File: src/source/bscan_pkg.sv
// Boundary-scan shared constants
// Instruction codes, flag vector indices and instruction group masks

package bscan_pkg;

   // *************************************************************************
   // Instruction register
   // *************************************************************************
   localparam int IR_WIDTH = 8;

   // Opcodes of the supported boundary-scan instructions
   localparam logic [IR_WIDTH-1:0] CODE_SAMPLE_PRELOAD = 8'h01;
   localparam logic [IR_WIDTH-1:0] CODE_CLAMP          = 8'h04;
   localparam logic [IR_WIDTH-1:0] CODE_HIGHZ          = 8'h08;
   localparam logic [IR_WIDTH-1:0] CODE_EXTEST         = 8'h09;
   localparam logic [IR_WIDTH-1:0] CODE_EXTEST_TOGGLE  = 8'h0D;
   localparam logic [IR_WIDTH-1:0] CODE_EXTEST_PULSE   = 8'h0E;
   localparam logic [IR_WIDTH-1:0] CODE_EXTEST_TRAIN   = 8'h0F;

   // *************************************************************************
   // Decoded instruction flag vector
   // *************************************************************************
   localparam int NUM_INST = 7;

   // Bit position of each instruction in the flag vector
   localparam int IDX_SAMPRE = 0;
   localparam int IDX_CLAMP  = 1;
   localparam int IDX_HIGHZ  = 2;
   localparam int IDX_EXTEST = 3;
   localparam int IDX_TOGGLE = 4;
   localparam int IDX_PULSE  = 5;
   localparam int IDX_TRAIN  = 6;

   // Every boundary-scan instruction selects the chain
   localparam logic [NUM_INST-1:0] MASK_CHAIN = {NUM_INST{1'b1}};

   // Instructions where the boundary register drives the pins
   // Sample/preload leaves the pins functional
   localparam logic [NUM_INST-1:0] MASK_MODE =
      MASK_CHAIN & ~(NUM_INST'(1) << IDX_SAMPRE);

   // Instructions that clock data through the boundary register
   // Clamp and high-Z use the bypass path
   localparam logic [NUM_INST-1:0] MASK_SHIFT =
      (NUM_INST'(1) << IDX_SAMPRE) |
      (NUM_INST'(1) << IDX_EXTEST) |
      (NUM_INST'(1) << IDX_TOGGLE) |
      (NUM_INST'(1) << IDX_PULSE)  |
      (NUM_INST'(1) << IDX_TRAIN);

endpackage

File: src/source/bscan_actest_gen.sv
// AC test waveform generation
// Toggle divider, 1149.6 AC signal, d6select and test receiver init

`timescale 1ns/1ps

module bscan_actest_gen
(
   input  logic                           ftap_tck,
   input  logic                           powergood_rst_trst_b,
   // Decoded instruction flags
   input  logic [bscan_pkg::NUM_INST-1:0] i_inst,
   input  logic [bscan_pkg::NUM_INST-1:0] i_early,
   // TAP FSM state strobes
   input  logic                           i_tlrs,
   input  logic                           i_rti,
   input  logic                           i_e1dr,
   input  logic                           i_e2dr,
   input  logic                           i_capture_dr,
   // Test waveforms
   output logic                           o_extogsig_b,
   output logic                           o_d6actestsig_b,
   output logic                           o_d6select,
   output logic                           o_d6init
);

   import bscan_pkg::*;

   logic by_two;
   logic ac_sig;
   // Rising-edge copy of PULSE or TRAIN, steers the AC output mux
   logic d6_mxsel;
   logic pt_early_dly;
   logic cap_extest_dly;
   logic pulse_or_train;
   logic pt_early;

   assign pulse_or_train = i_inst[IDX_PULSE] | i_inst[IDX_TRAIN];
   assign pt_early       = i_early[IDX_PULSE] | i_early[IDX_TRAIN];

   // *************************************************************************
   // Falling-edge flops
   // *************************************************************************
   always_ff @(negedge ftap_tck or negedge powergood_rst_trst_b)
   begin
      if (!powergood_rst_trst_b)
      begin
         by_two         <= 1'b0;
         ac_sig         <= 1'b0;
         pt_early_dly   <= 1'b0;
         cap_extest_dly <= 1'b0;
      end
      else if (i_tlrs)
      begin
         by_two         <= 1'b0;
         ac_sig         <= 1'b0;
         pt_early_dly   <= 1'b0;
         cap_extest_dly <= 1'b0;
      end
      else
      begin
         // Divide by two in run-test/idle under EXTEST_TOGGLE
         by_two         <= ~by_two & i_inst[IDX_TOGGLE] & i_rti;
         // TRAIN toggles every edge, PULSE parks high in RTI
         ac_sig         <= ~(ac_sig & i_inst[IDX_TRAIN]) & i_rti;
         pt_early_dly   <= pt_early;
         cap_extest_dly <= i_capture_dr & i_inst[IDX_EXTEST];
      end
   end

   // Selects the 1149.6 waveform one rising edge after PULSE or TRAIN
   always_ff @(posedge ftap_tck or negedge powergood_rst_trst_b)
   begin
      if (!powergood_rst_trst_b)
         d6_mxsel <= 1'b0;
      else if (i_tlrs)
         d6_mxsel <= 1'b0;
      else
         d6_mxsel <= pulse_or_train;
   end

   // *************************************************************************
   // Outputs
   // *************************************************************************
   // Active-low waveforms idle high
   assign o_extogsig_b    = ~by_two;
   assign o_d6actestsig_b = d6_mxsel ? ~ac_sig : o_extogsig_b;
   assign o_d6select      = pulse_or_train & pt_early_dly;

   // Receiver init in Exit1/Exit2-DR for AC tests
   // plain EXTEST uses capture-DR seen on the next falling edge
   assign o_d6init = pulse_or_train    ? (i_e1dr | i_e2dr) :
                     i_inst[IDX_EXTEST] ? cap_extest_dly    : 1'b0;

endmodule

File: src/source/bscan_dr_tdo.sv
// Boundary register DR strobes and final TDO selection
// Gated capture/shift/update, falling-edge update copy, TDO retiming

`timescale 1ns/1ps

module bscan_dr_tdo
(
   input  logic                           ftap_tck,
   input  logic                           powergood_rst_trst_b,
   input  logic [bscan_pkg::NUM_INST-1:0] i_inst,
   // TAP FSM strobes
   input  logic                           i_tlrs,
   input  logic                           i_capture_dr,
   input  logic                           i_shift_dr,
   input  logic                           i_update_dr,
   input  logic                           i_shift_ir_neg,
   // Serial data
   input  logic                           i_bscan_tdo,
   input  logic                           i_pre_tdo,
   // Boundary register strobes
   output logic                           o_capturedr,
   output logic                           o_shiftdr,
   output logic                           o_updatedr,
   output logic                           o_updatedr_clk,
   output logic                           o_tdo
);

   import bscan_pkg::*;

   logic shift_en;
   logic chain_sel;
   logic tdo_q;

   // *************************************************************************
   // Gated DR strobes
   // *************************************************************************
   assign shift_en    = |(i_inst & MASK_SHIFT);
   assign o_capturedr = i_capture_dr & shift_en;
   assign o_shiftdr   = i_shift_dr & shift_en;
   assign o_updatedr  = i_update_dr & shift_en;

   // Update copy for cells that latch on the falling edge
   always_ff @(negedge ftap_tck or negedge powergood_rst_trst_b)
   begin
      if (!powergood_rst_trst_b)
         o_updatedr_clk <= 1'b0;
      else
         o_updatedr_clk <= o_updatedr;
   end

   // *************************************************************************
   // TDO retiming
   // *************************************************************************
   // Chain output moves to the falling edge as 1149.1 requires
   // Cleared in capture so stale chain data never reaches TDO
   always_ff @(negedge ftap_tck or negedge powergood_rst_trst_b)
   begin
      if (!powergood_rst_trst_b)
         tdo_q <= 1'b0;
      else if (i_tlrs || i_capture_dr)
         tdo_q <= 1'b0;
      else if (i_shift_dr)
         tdo_q <= i_bscan_tdo;
   end

   // IR shifting always takes the rest of the TAP path
   assign chain_sel = |(i_inst & MASK_CHAIN);
   assign o_tdo     = (chain_sel & ~i_shift_ir_neg) ? tdo_q : i_pre_tdo;

endmodule

File: src/source/bscan_instr_decode.sv
// Boundary-scan instruction decoder
// Current and early (update-IR) one-hot instruction flags

`timescale 1ns/1ps

module bscan_instr_decode
(
   // Instruction register contents
   input  logic [bscan_pkg::IR_WIDTH-1:0] i_ireg,
   input  logic [bscan_pkg::IR_WIDTH-1:0] i_ir_shift_reg,
   // TAP FSM update-IR state
   input  logic                           i_update_ir,
   // Decoded flags
   output logic [bscan_pkg::NUM_INST-1:0] o_inst,
   output logic [bscan_pkg::NUM_INST-1:0] o_early
);

   import bscan_pkg::*;

   // *************************************************************************
   // Opcode table lookup
   // *************************************************************************
   // Unknown opcodes decode to all zeros
   function automatic logic [NUM_INST-1:0] decode_word(input logic [IR_WIDTH-1:0] word);
      logic [NUM_INST-1:0] hit;
      hit             = '0;
      hit[IDX_SAMPRE] = (word == CODE_SAMPLE_PRELOAD);
      hit[IDX_CLAMP]  = (word == CODE_CLAMP);
      hit[IDX_HIGHZ]  = (word == CODE_HIGHZ);
      hit[IDX_EXTEST] = (word == CODE_EXTEST);
      hit[IDX_TOGGLE] = (word == CODE_EXTEST_TOGGLE);
      hit[IDX_PULSE]  = (word == CODE_EXTEST_PULSE);
      hit[IDX_TRAIN]  = (word == CODE_EXTEST_TRAIN);
      return hit;
   endfunction

   // Opcode waiting in the shift stage of the IR
   logic [NUM_INST-1:0] shift_hit;
   // Shift-stage opcode qualified by update-IR
   logic [NUM_INST-1:0] upd_hit;

   // *************************************************************************
   // Current instruction
   // *************************************************************************
   assign o_inst = decode_word(i_ireg);

   // *************************************************************************
   // Early instruction
   // *************************************************************************
   // During update-IR the new opcode is still in the shift stage
   // Flag it one state ahead so the falling-edge deglitch flops are primed
   assign shift_hit = decode_word(i_ir_shift_reg);
   assign upd_hit   = shift_hit & {NUM_INST{i_update_ir}};

   // Early flag covers both the running and the incoming instruction
   assign o_early = o_inst | upd_hit;

endmodule

File: src/source/bscan_mode_ctrl.sv
// Boundary register control levels
// Chain enable, mode, high-Z and toggle enable with falling-edge deglitch

`timescale 1ns/1ps

module bscan_mode_ctrl
(
   input  logic                           ftap_tck,
   input  logic                           powergood_rst_trst_b,
   // Decoded instruction flags
   input  logic [bscan_pkg::NUM_INST-1:0] i_inst,
   input  logic [bscan_pkg::NUM_INST-1:0] i_early,
   // Boundary register controls
   output logic                           o_chainen,
   output logic                           o_mode,
   output logic                           o_highz,
   output logic                           o_extogen
);

   import bscan_pkg::*;

   // Group ORs of the current instruction
   logic chainen_cur;
   logic mode_cur;
   // Group ORs of the early instruction
   logic chainen_early;
   logic mode_early;
   // Early values captured on the falling edge
   logic chainen_early_dly;
   logic mode_early_dly;
   logic highz_early_dly;
   logic extog_early_dly;

   // *************************************************************************
   // Instruction groups
   // *************************************************************************
   assign chainen_cur   = |(i_inst & MASK_CHAIN);
   assign mode_cur      = |(i_inst & MASK_MODE);
   assign chainen_early = |(i_early & MASK_CHAIN);
   assign mode_early    = |(i_early & MASK_MODE);

   // *************************************************************************
   // Falling-edge deglitch flops
   // *************************************************************************
   // Pins change on the falling edge after update-IR as 1149.1 asks
   always_ff @(negedge ftap_tck or negedge powergood_rst_trst_b)
   begin
      if (!powergood_rst_trst_b)
      begin
         chainen_early_dly <= 1'b0;
         mode_early_dly    <= 1'b0;
         highz_early_dly   <= 1'b0;
         extog_early_dly   <= 1'b0;
      end
      else
      begin
         chainen_early_dly <= chainen_early;
         mode_early_dly    <= mode_early;
         highz_early_dly   <= i_early[IDX_HIGHZ];
         extog_early_dly   <= i_early[IDX_TOGGLE];
      end
   end

   // *************************************************************************
   // Output levels
   // *************************************************************************
   // Rise one falling edge after the instruction arrives
   // Drop as soon as the current instruction changes
   assign o_chainen = chainen_cur & chainen_early_dly;
   assign o_mode    = mode_cur & mode_early_dly;
   assign o_highz   = i_inst[IDX_HIGHZ] & highz_early_dly;
   assign o_extogen = i_inst[IDX_TOGGLE] & extog_early_dly;

endmodule

File: src/source/bscan_top.sv
// Boundary-scan control block top level
// Decoder, control levels, AC waveforms and DR/TDO side

`timescale 1ns/1ps

module bscan_top
(
   // *************************************************************************
   // JTAG clock and reset
   // *************************************************************************
   input  logic                           ftap_tck,
   input  logic                           powergood_rst_trst_b,
   // *************************************************************************
   // TAP FSM and instruction register
   // *************************************************************************
   input  logic [bscan_pkg::IR_WIDTH-1:0] i_ireg,
   input  logic [bscan_pkg::IR_WIDTH-1:0] i_ir_shift_reg,
   input  logic                           i_update_ir,
   input  logic                           i_tlrs,
   input  logic                           i_rti,
   input  logic                           i_e1dr,
   input  logic                           i_e2dr,
   input  logic                           i_capture_dr,
   input  logic                           i_shift_dr,
   input  logic                           i_update_dr,
   input  logic                           i_shift_ir_neg,
   // Serial data from the chain and from the rest of the TAP
   input  logic                           i_bscan_tdo,
   input  logic                           i_pre_tdo,
   // *************************************************************************
   // Boundary register side
   // *************************************************************************
   output logic                           o_bscan_tck,
   output logic                           o_capturedr,
   output logic                           o_shiftdr,
   output logic                           o_updatedr,
   output logic                           o_updatedr_clk,
   output logic                           o_chainen,
   output logic                           o_mode,
   output logic                           o_highz,
   output logic                           o_extogen,
   // AC test signals
   output logic                           o_extogsig_b,
   output logic                           o_d6actestsig_b,
   output logic                           o_d6select,
   output logic                           o_d6init,
   // Final TAP output
   output logic                           o_tdo
);

   import bscan_pkg::*;

   logic [NUM_INST-1:0] inst;
   logic [NUM_INST-1:0] early;

   // Chain runs on the TAP clock itself
   assign o_bscan_tck = ftap_tck;

   bscan_instr_decode u_decode (
      .i_ireg         (i_ireg),
      .i_ir_shift_reg (i_ir_shift_reg),
      .i_update_ir    (i_update_ir),
      .o_inst         (inst),
      .o_early        (early)
   );

   bscan_mode_ctrl u_mode (
      .ftap_tck             (ftap_tck),
      .powergood_rst_trst_b (powergood_rst_trst_b),
      .i_inst               (inst),
      .i_early              (early),
      .o_chainen            (o_chainen),
      .o_mode               (o_mode),
      .o_highz              (o_highz),
      .o_extogen            (o_extogen)
   );

   bscan_actest_gen u_actest (
      .ftap_tck             (ftap_tck),
      .powergood_rst_trst_b (powergood_rst_trst_b),
      .i_inst               (inst),
      .i_early              (early),
      .i_tlrs               (i_tlrs),
      .i_rti                (i_rti),
      .i_e1dr               (i_e1dr),
      .i_e2dr               (i_e2dr),
      .i_capture_dr         (i_capture_dr),
      .o_extogsig_b         (o_extogsig_b),
      .o_d6actestsig_b      (o_d6actestsig_b),
      .o_d6select           (o_d6select),
      .o_d6init             (o_d6init)
   );

   bscan_dr_tdo u_dr_tdo (
      .ftap_tck             (ftap_tck),
      .powergood_rst_trst_b (powergood_rst_trst_b),
      .i_inst               (inst),
      .i_tlrs               (i_tlrs),
      .i_capture_dr         (i_capture_dr),
      .i_shift_dr           (i_shift_dr),
      .i_update_dr          (i_update_dr),
      .i_shift_ir_neg       (i_shift_ir_neg),
      .i_bscan_tdo          (i_bscan_tdo),
      .i_pre_tdo            (i_pre_tdo),
      .o_capturedr          (o_capturedr),
      .o_shiftdr            (o_shiftdr),
      .o_updatedr           (o_updatedr),
      .o_updatedr_clk       (o_updatedr_clk),
      .o_tdo                (o_tdo)
   );

endmodule

File: config.mk
export PLATFORM = sky130hd
export DESIGN_NAME = bscan_top
export DESIGN_NICKNAME = d
export VERILOG_FILES = /design/src/source/bscan_pkg.sv /design/src/source/bscan_actest_gen.sv /design/src/source/bscan_dr_tdo.sv /design/src/source/bscan_instr_decode.sv /design/src/source/bscan_mode_ctrl.sv /design/src/source/bscan_top.sv
export SDC_FILE = /design/constraint.sdc
export NUM_CORES = 1
export LEC_CHECK = 0
export BUFFER_PORTS_ARGS = -buffer_cell sky130_fd_sc_hd__buf_4
export CAP_MARGIN = 40
export CORE_MARGIN = 3
export CORE_UTILIZATION = 46
export CTS_CLUSTER_DIAMETER = 80
export DETAILED_ROUTE_END_ITERATION = 12
export MAX_ROUTING_LAYER = met4
export PLACE_DENSITY = 0.82
export SETUP_SLACK_MARGIN = 0.2
export SLEW_MARGIN = 20
export SYNTH_ARGS = -nofsm -noshare
export SYNTH_HDL_FRONTEND = slang
export SYNTH_SLANG_ARGS = --single-unit
File: constraint.sdc
create_clock -name ftap_tck -period 6.8 [get_ports ftap_tck]
set_clock_uncertainty 0.1 [all_clocks]
set_input_delay 1.7 -clock ftap_tck [delete_from_list [all_inputs] [get_ports ftap_tck]]
set_output_delay 1.7 -clock ftap_tck [all_outputs]
set_load 0.01 [all_outputs]
==> qor.csv <==
metric,value,unit
r2r_start,u_dr_tdo.tdo_q,
internal_power,133,uW
dieArea,2220,um^2
nFillCells,132,
p_leak,0.000562,uW
antennaDiodeCount,0,
switching_power,50.1,uW
drcViolationCount,0,
rsz0062_at_grt,false,
initial_core_util,50.5,%
max_slew_margin,71.3,%
synth.avg_cell_area,8.95,um^2
total_power,183,uW
regArea,275,um^2
seqPwrFrac,36.7,%
path_class,reg2out,
crit_fanout,1,
powerDensity,163,nW/um^2
p_comb_share,16.8,%
setup_viol,0,
peakVddDrop,0.147,mV
core,1540,um^2
yosys.area_share.adder,0,%
grt_start_max_net_pins,12,
synth_cells,87,
drt-vias-per-instance,5.55,
ys_warn_count,0,
crit_buf_inv,1,
port_buffers,42,
synth-compound-area-share,16.6,%
max_cap_violations,0,
instances_no_fill,146,
ant_nets,0,
track_usage,20.7,%
synth_ff_type,dfrtn_1,
placedInstanceArea,1070,um^2
dieWidth,47.1,um
multi_input_area,453,um^2
cp.arrival,4660,ps
setup_tns,0,ps
grt_pass1_vias,769,
cp_top_family,flip-flops,
wl_per_cell,13.7,um
synthSimpleGateAreaFrac,36.0,%
dp_hpwl,1590,um
cts_tree,done,
start_kind,flop,
worstHoldStart,u_actest.ac_sig,
antenna_found_initial,0,
final_max_slew_viol_count,0,
num_vias,811,
drive_gt1_share,44.6,%
async_reset_ff_share,100,%
synth_top_family_by_area,simple AND/OR/NAND/NOR gates,
tightest_slew,426,ps
seq_area_frac_synth,35.4,%
cts_hold_buf,0,
final_cell_area,1120,um^2
nets,160,
synth.distinct_cells,37,
worstPathCellList,a21boi_0 -> o211a_1 -> buf_4,
ys_seq_elements,11,
rows,14,
grt.overflow.total,0,
clock_latency,400,ps
swShare,27.4,%
cp_slowest_cell,dfrtn_1,
cts.clk_slew.worst_paths,60,ps
cts_setup_buffers,0,
grt_pass1_wl,3060,um
totalWireLength,2000,um
area_delta_synth_final,44.4,%
status,completed,
pwr-share-clk,46.5,%
hp-class,reg2reg,
gp_congestion,0.738,
finalHoldViolations,0,
ioPinCount,43,
synth.mux.area_fraction,4.50,%
critPathRequiredTime,5000,ps
dp_cells,139,
crit_path_start,u_mode.chainen_early_dly,
synth_xor_area_share,1.13,%
end_kind,output pin,
drt_first_pass_iters,4,
drt_iter0_drc,12,
syn-num-nets,116,
cts_resized,0,
synth_edf_count,0,
die_h,47.1,um
critPathMaxStageDelay,390,ps
netlist_area,778,um^2
## per-layer routing
layer | global-route usage [%] | vias up | part of all wire [%] | wire [um]
met1 | 19.4 | 381 | 41 | 817
li1 | - | 398 | - | -
met4 | 11.0 | 0 | 1.4 | 27
met2 | 36.3 | 30 | 51 | 1020
met3 | 7.28 | 2 | 6.7 | 134
met5 | - | - | 0 | 0
## through the flow
| stage | hold WS (ps) | utilization (%) | worst slack (ps) |
|---|---|---|---|
| 3_3_place_gp | 324 | 69.7 | 395 |
| 3_5_place_dp | 329 | 69.7 | 341 |
| 5_1_grt | 359 | 72.9 | 243 |
| 2_1_floorplan | 300 | - | 507 |
| 6_report | 328 | 72.9 | 335 |
| 4_1_cts | 330 | 72.9 | 326 |
## logic make-up after synthesis
kind of cell	Yosys count
and+or+nand+nor	47
xor gates and xnor gates	1
DFF	11
buffers and inverters	9
AOI/OAI and AO/OA	16
muxes	3
## sequential cells by signal, indices dropped and copies added (netlist names)
name / cells
u_actest.pt_early_dly: 1
u_dr_tdo.o_updatedr_clk: 1
u_mode.highz_early_dly: 1
u_mode.chainen_early_dly: 1
u_actest.d6_mxsel: 1
u_actest.cap_extest_dly: 1
u_actest.by_two: 1
u_mode.extog_early_dly: 1
u_dr_tdo.tdo_q: 1
u_mode.mode_early_dly: 1
u_actest.ac_sig: 1
## synth_stat cells, drive strengths merged, types with 2 or more instances
master  instances  area [um^2]
nor3            4         25.0
nor3b           3         22.5
nor2b           3         18.8
a31oi           2         12.5
buf             6         38.8
nand2           5         18.8
nor2            5         18.8
and2            6         37.5
dfrtn          10          250
nor4            6         37.5
a21oi           4         31.3
nand3           3         15.0
nand2b          5         31.3
or2             2         12.5
a211oi          2         15.0
inv             3         11.3
mux2i           2         20.0
## power groups by stage
| stage | Combinational [uW] | Sequential [uW] | Clock (uW) |
|---|---|---|---|
| 3_5_place_dp | 30.8 | 68.4 | 12.1 |
| 3_3_place_gp | 29.8 | 68.4 | 12.1 |
| 4_1_cts | 30.9 | 67.1 | 87.0 |
| 6_report | 30.7 | 67.1 | 84.9 |
| 2_1_floorplan | 13.8 | 68.3 | 12.1 |
| 5_1_grt | 33.7 | 67.3 | 94.6 |
## final timing paths
path	end	slack (ps)	cells after the start
max	o_chainen	340	3
min	u_actest.ac_sig	330	1
max reg2reg	u_dr_tdo.tdo_q	6020	2
min reg2reg	u_actest.ac_sig	330	1
max in group asynchronous	u_actest.ac_sig	2120	1
min in group asynchronous	u_actest.d6_mxsel	1030	1
## layout make-up
class	count	area share, %
Sequential cell	11	24.5
Multi-Input combinational cell	67	40.3
Timing Repair Buffer	41	27.4
Clock buffer	8	5.01
Tap cell	16	1.78
Inverter	3	1.00
## cell usage in the layout (no fill, tap or decap), types with 2 or more instances in the layout
cell type / netlist / routed
buf_4: 1 / 42
dfrtn_1: 10 / 10
nor4_1: 6 / 6
and2_1: 6 / 6
clkbuf_4: 0 / 6
nand2b_1: 5 / 5
nand2_1: 5 / 5
nor2_1: 5 / 5
inv_1: 3 / 3
nand3_1: 3 / 3
nor2b_1: 3 / 3
a21oi_1: 3 / 3
nor3b_1: 3 / 3
nor3_1: 3 / 3
or2_2: 2 / 2
mux2i_1: 2 / 2
a31oi_1: 2 / 2
a211oi_1: 2 / 2
(Power assumes the default switching activity.)
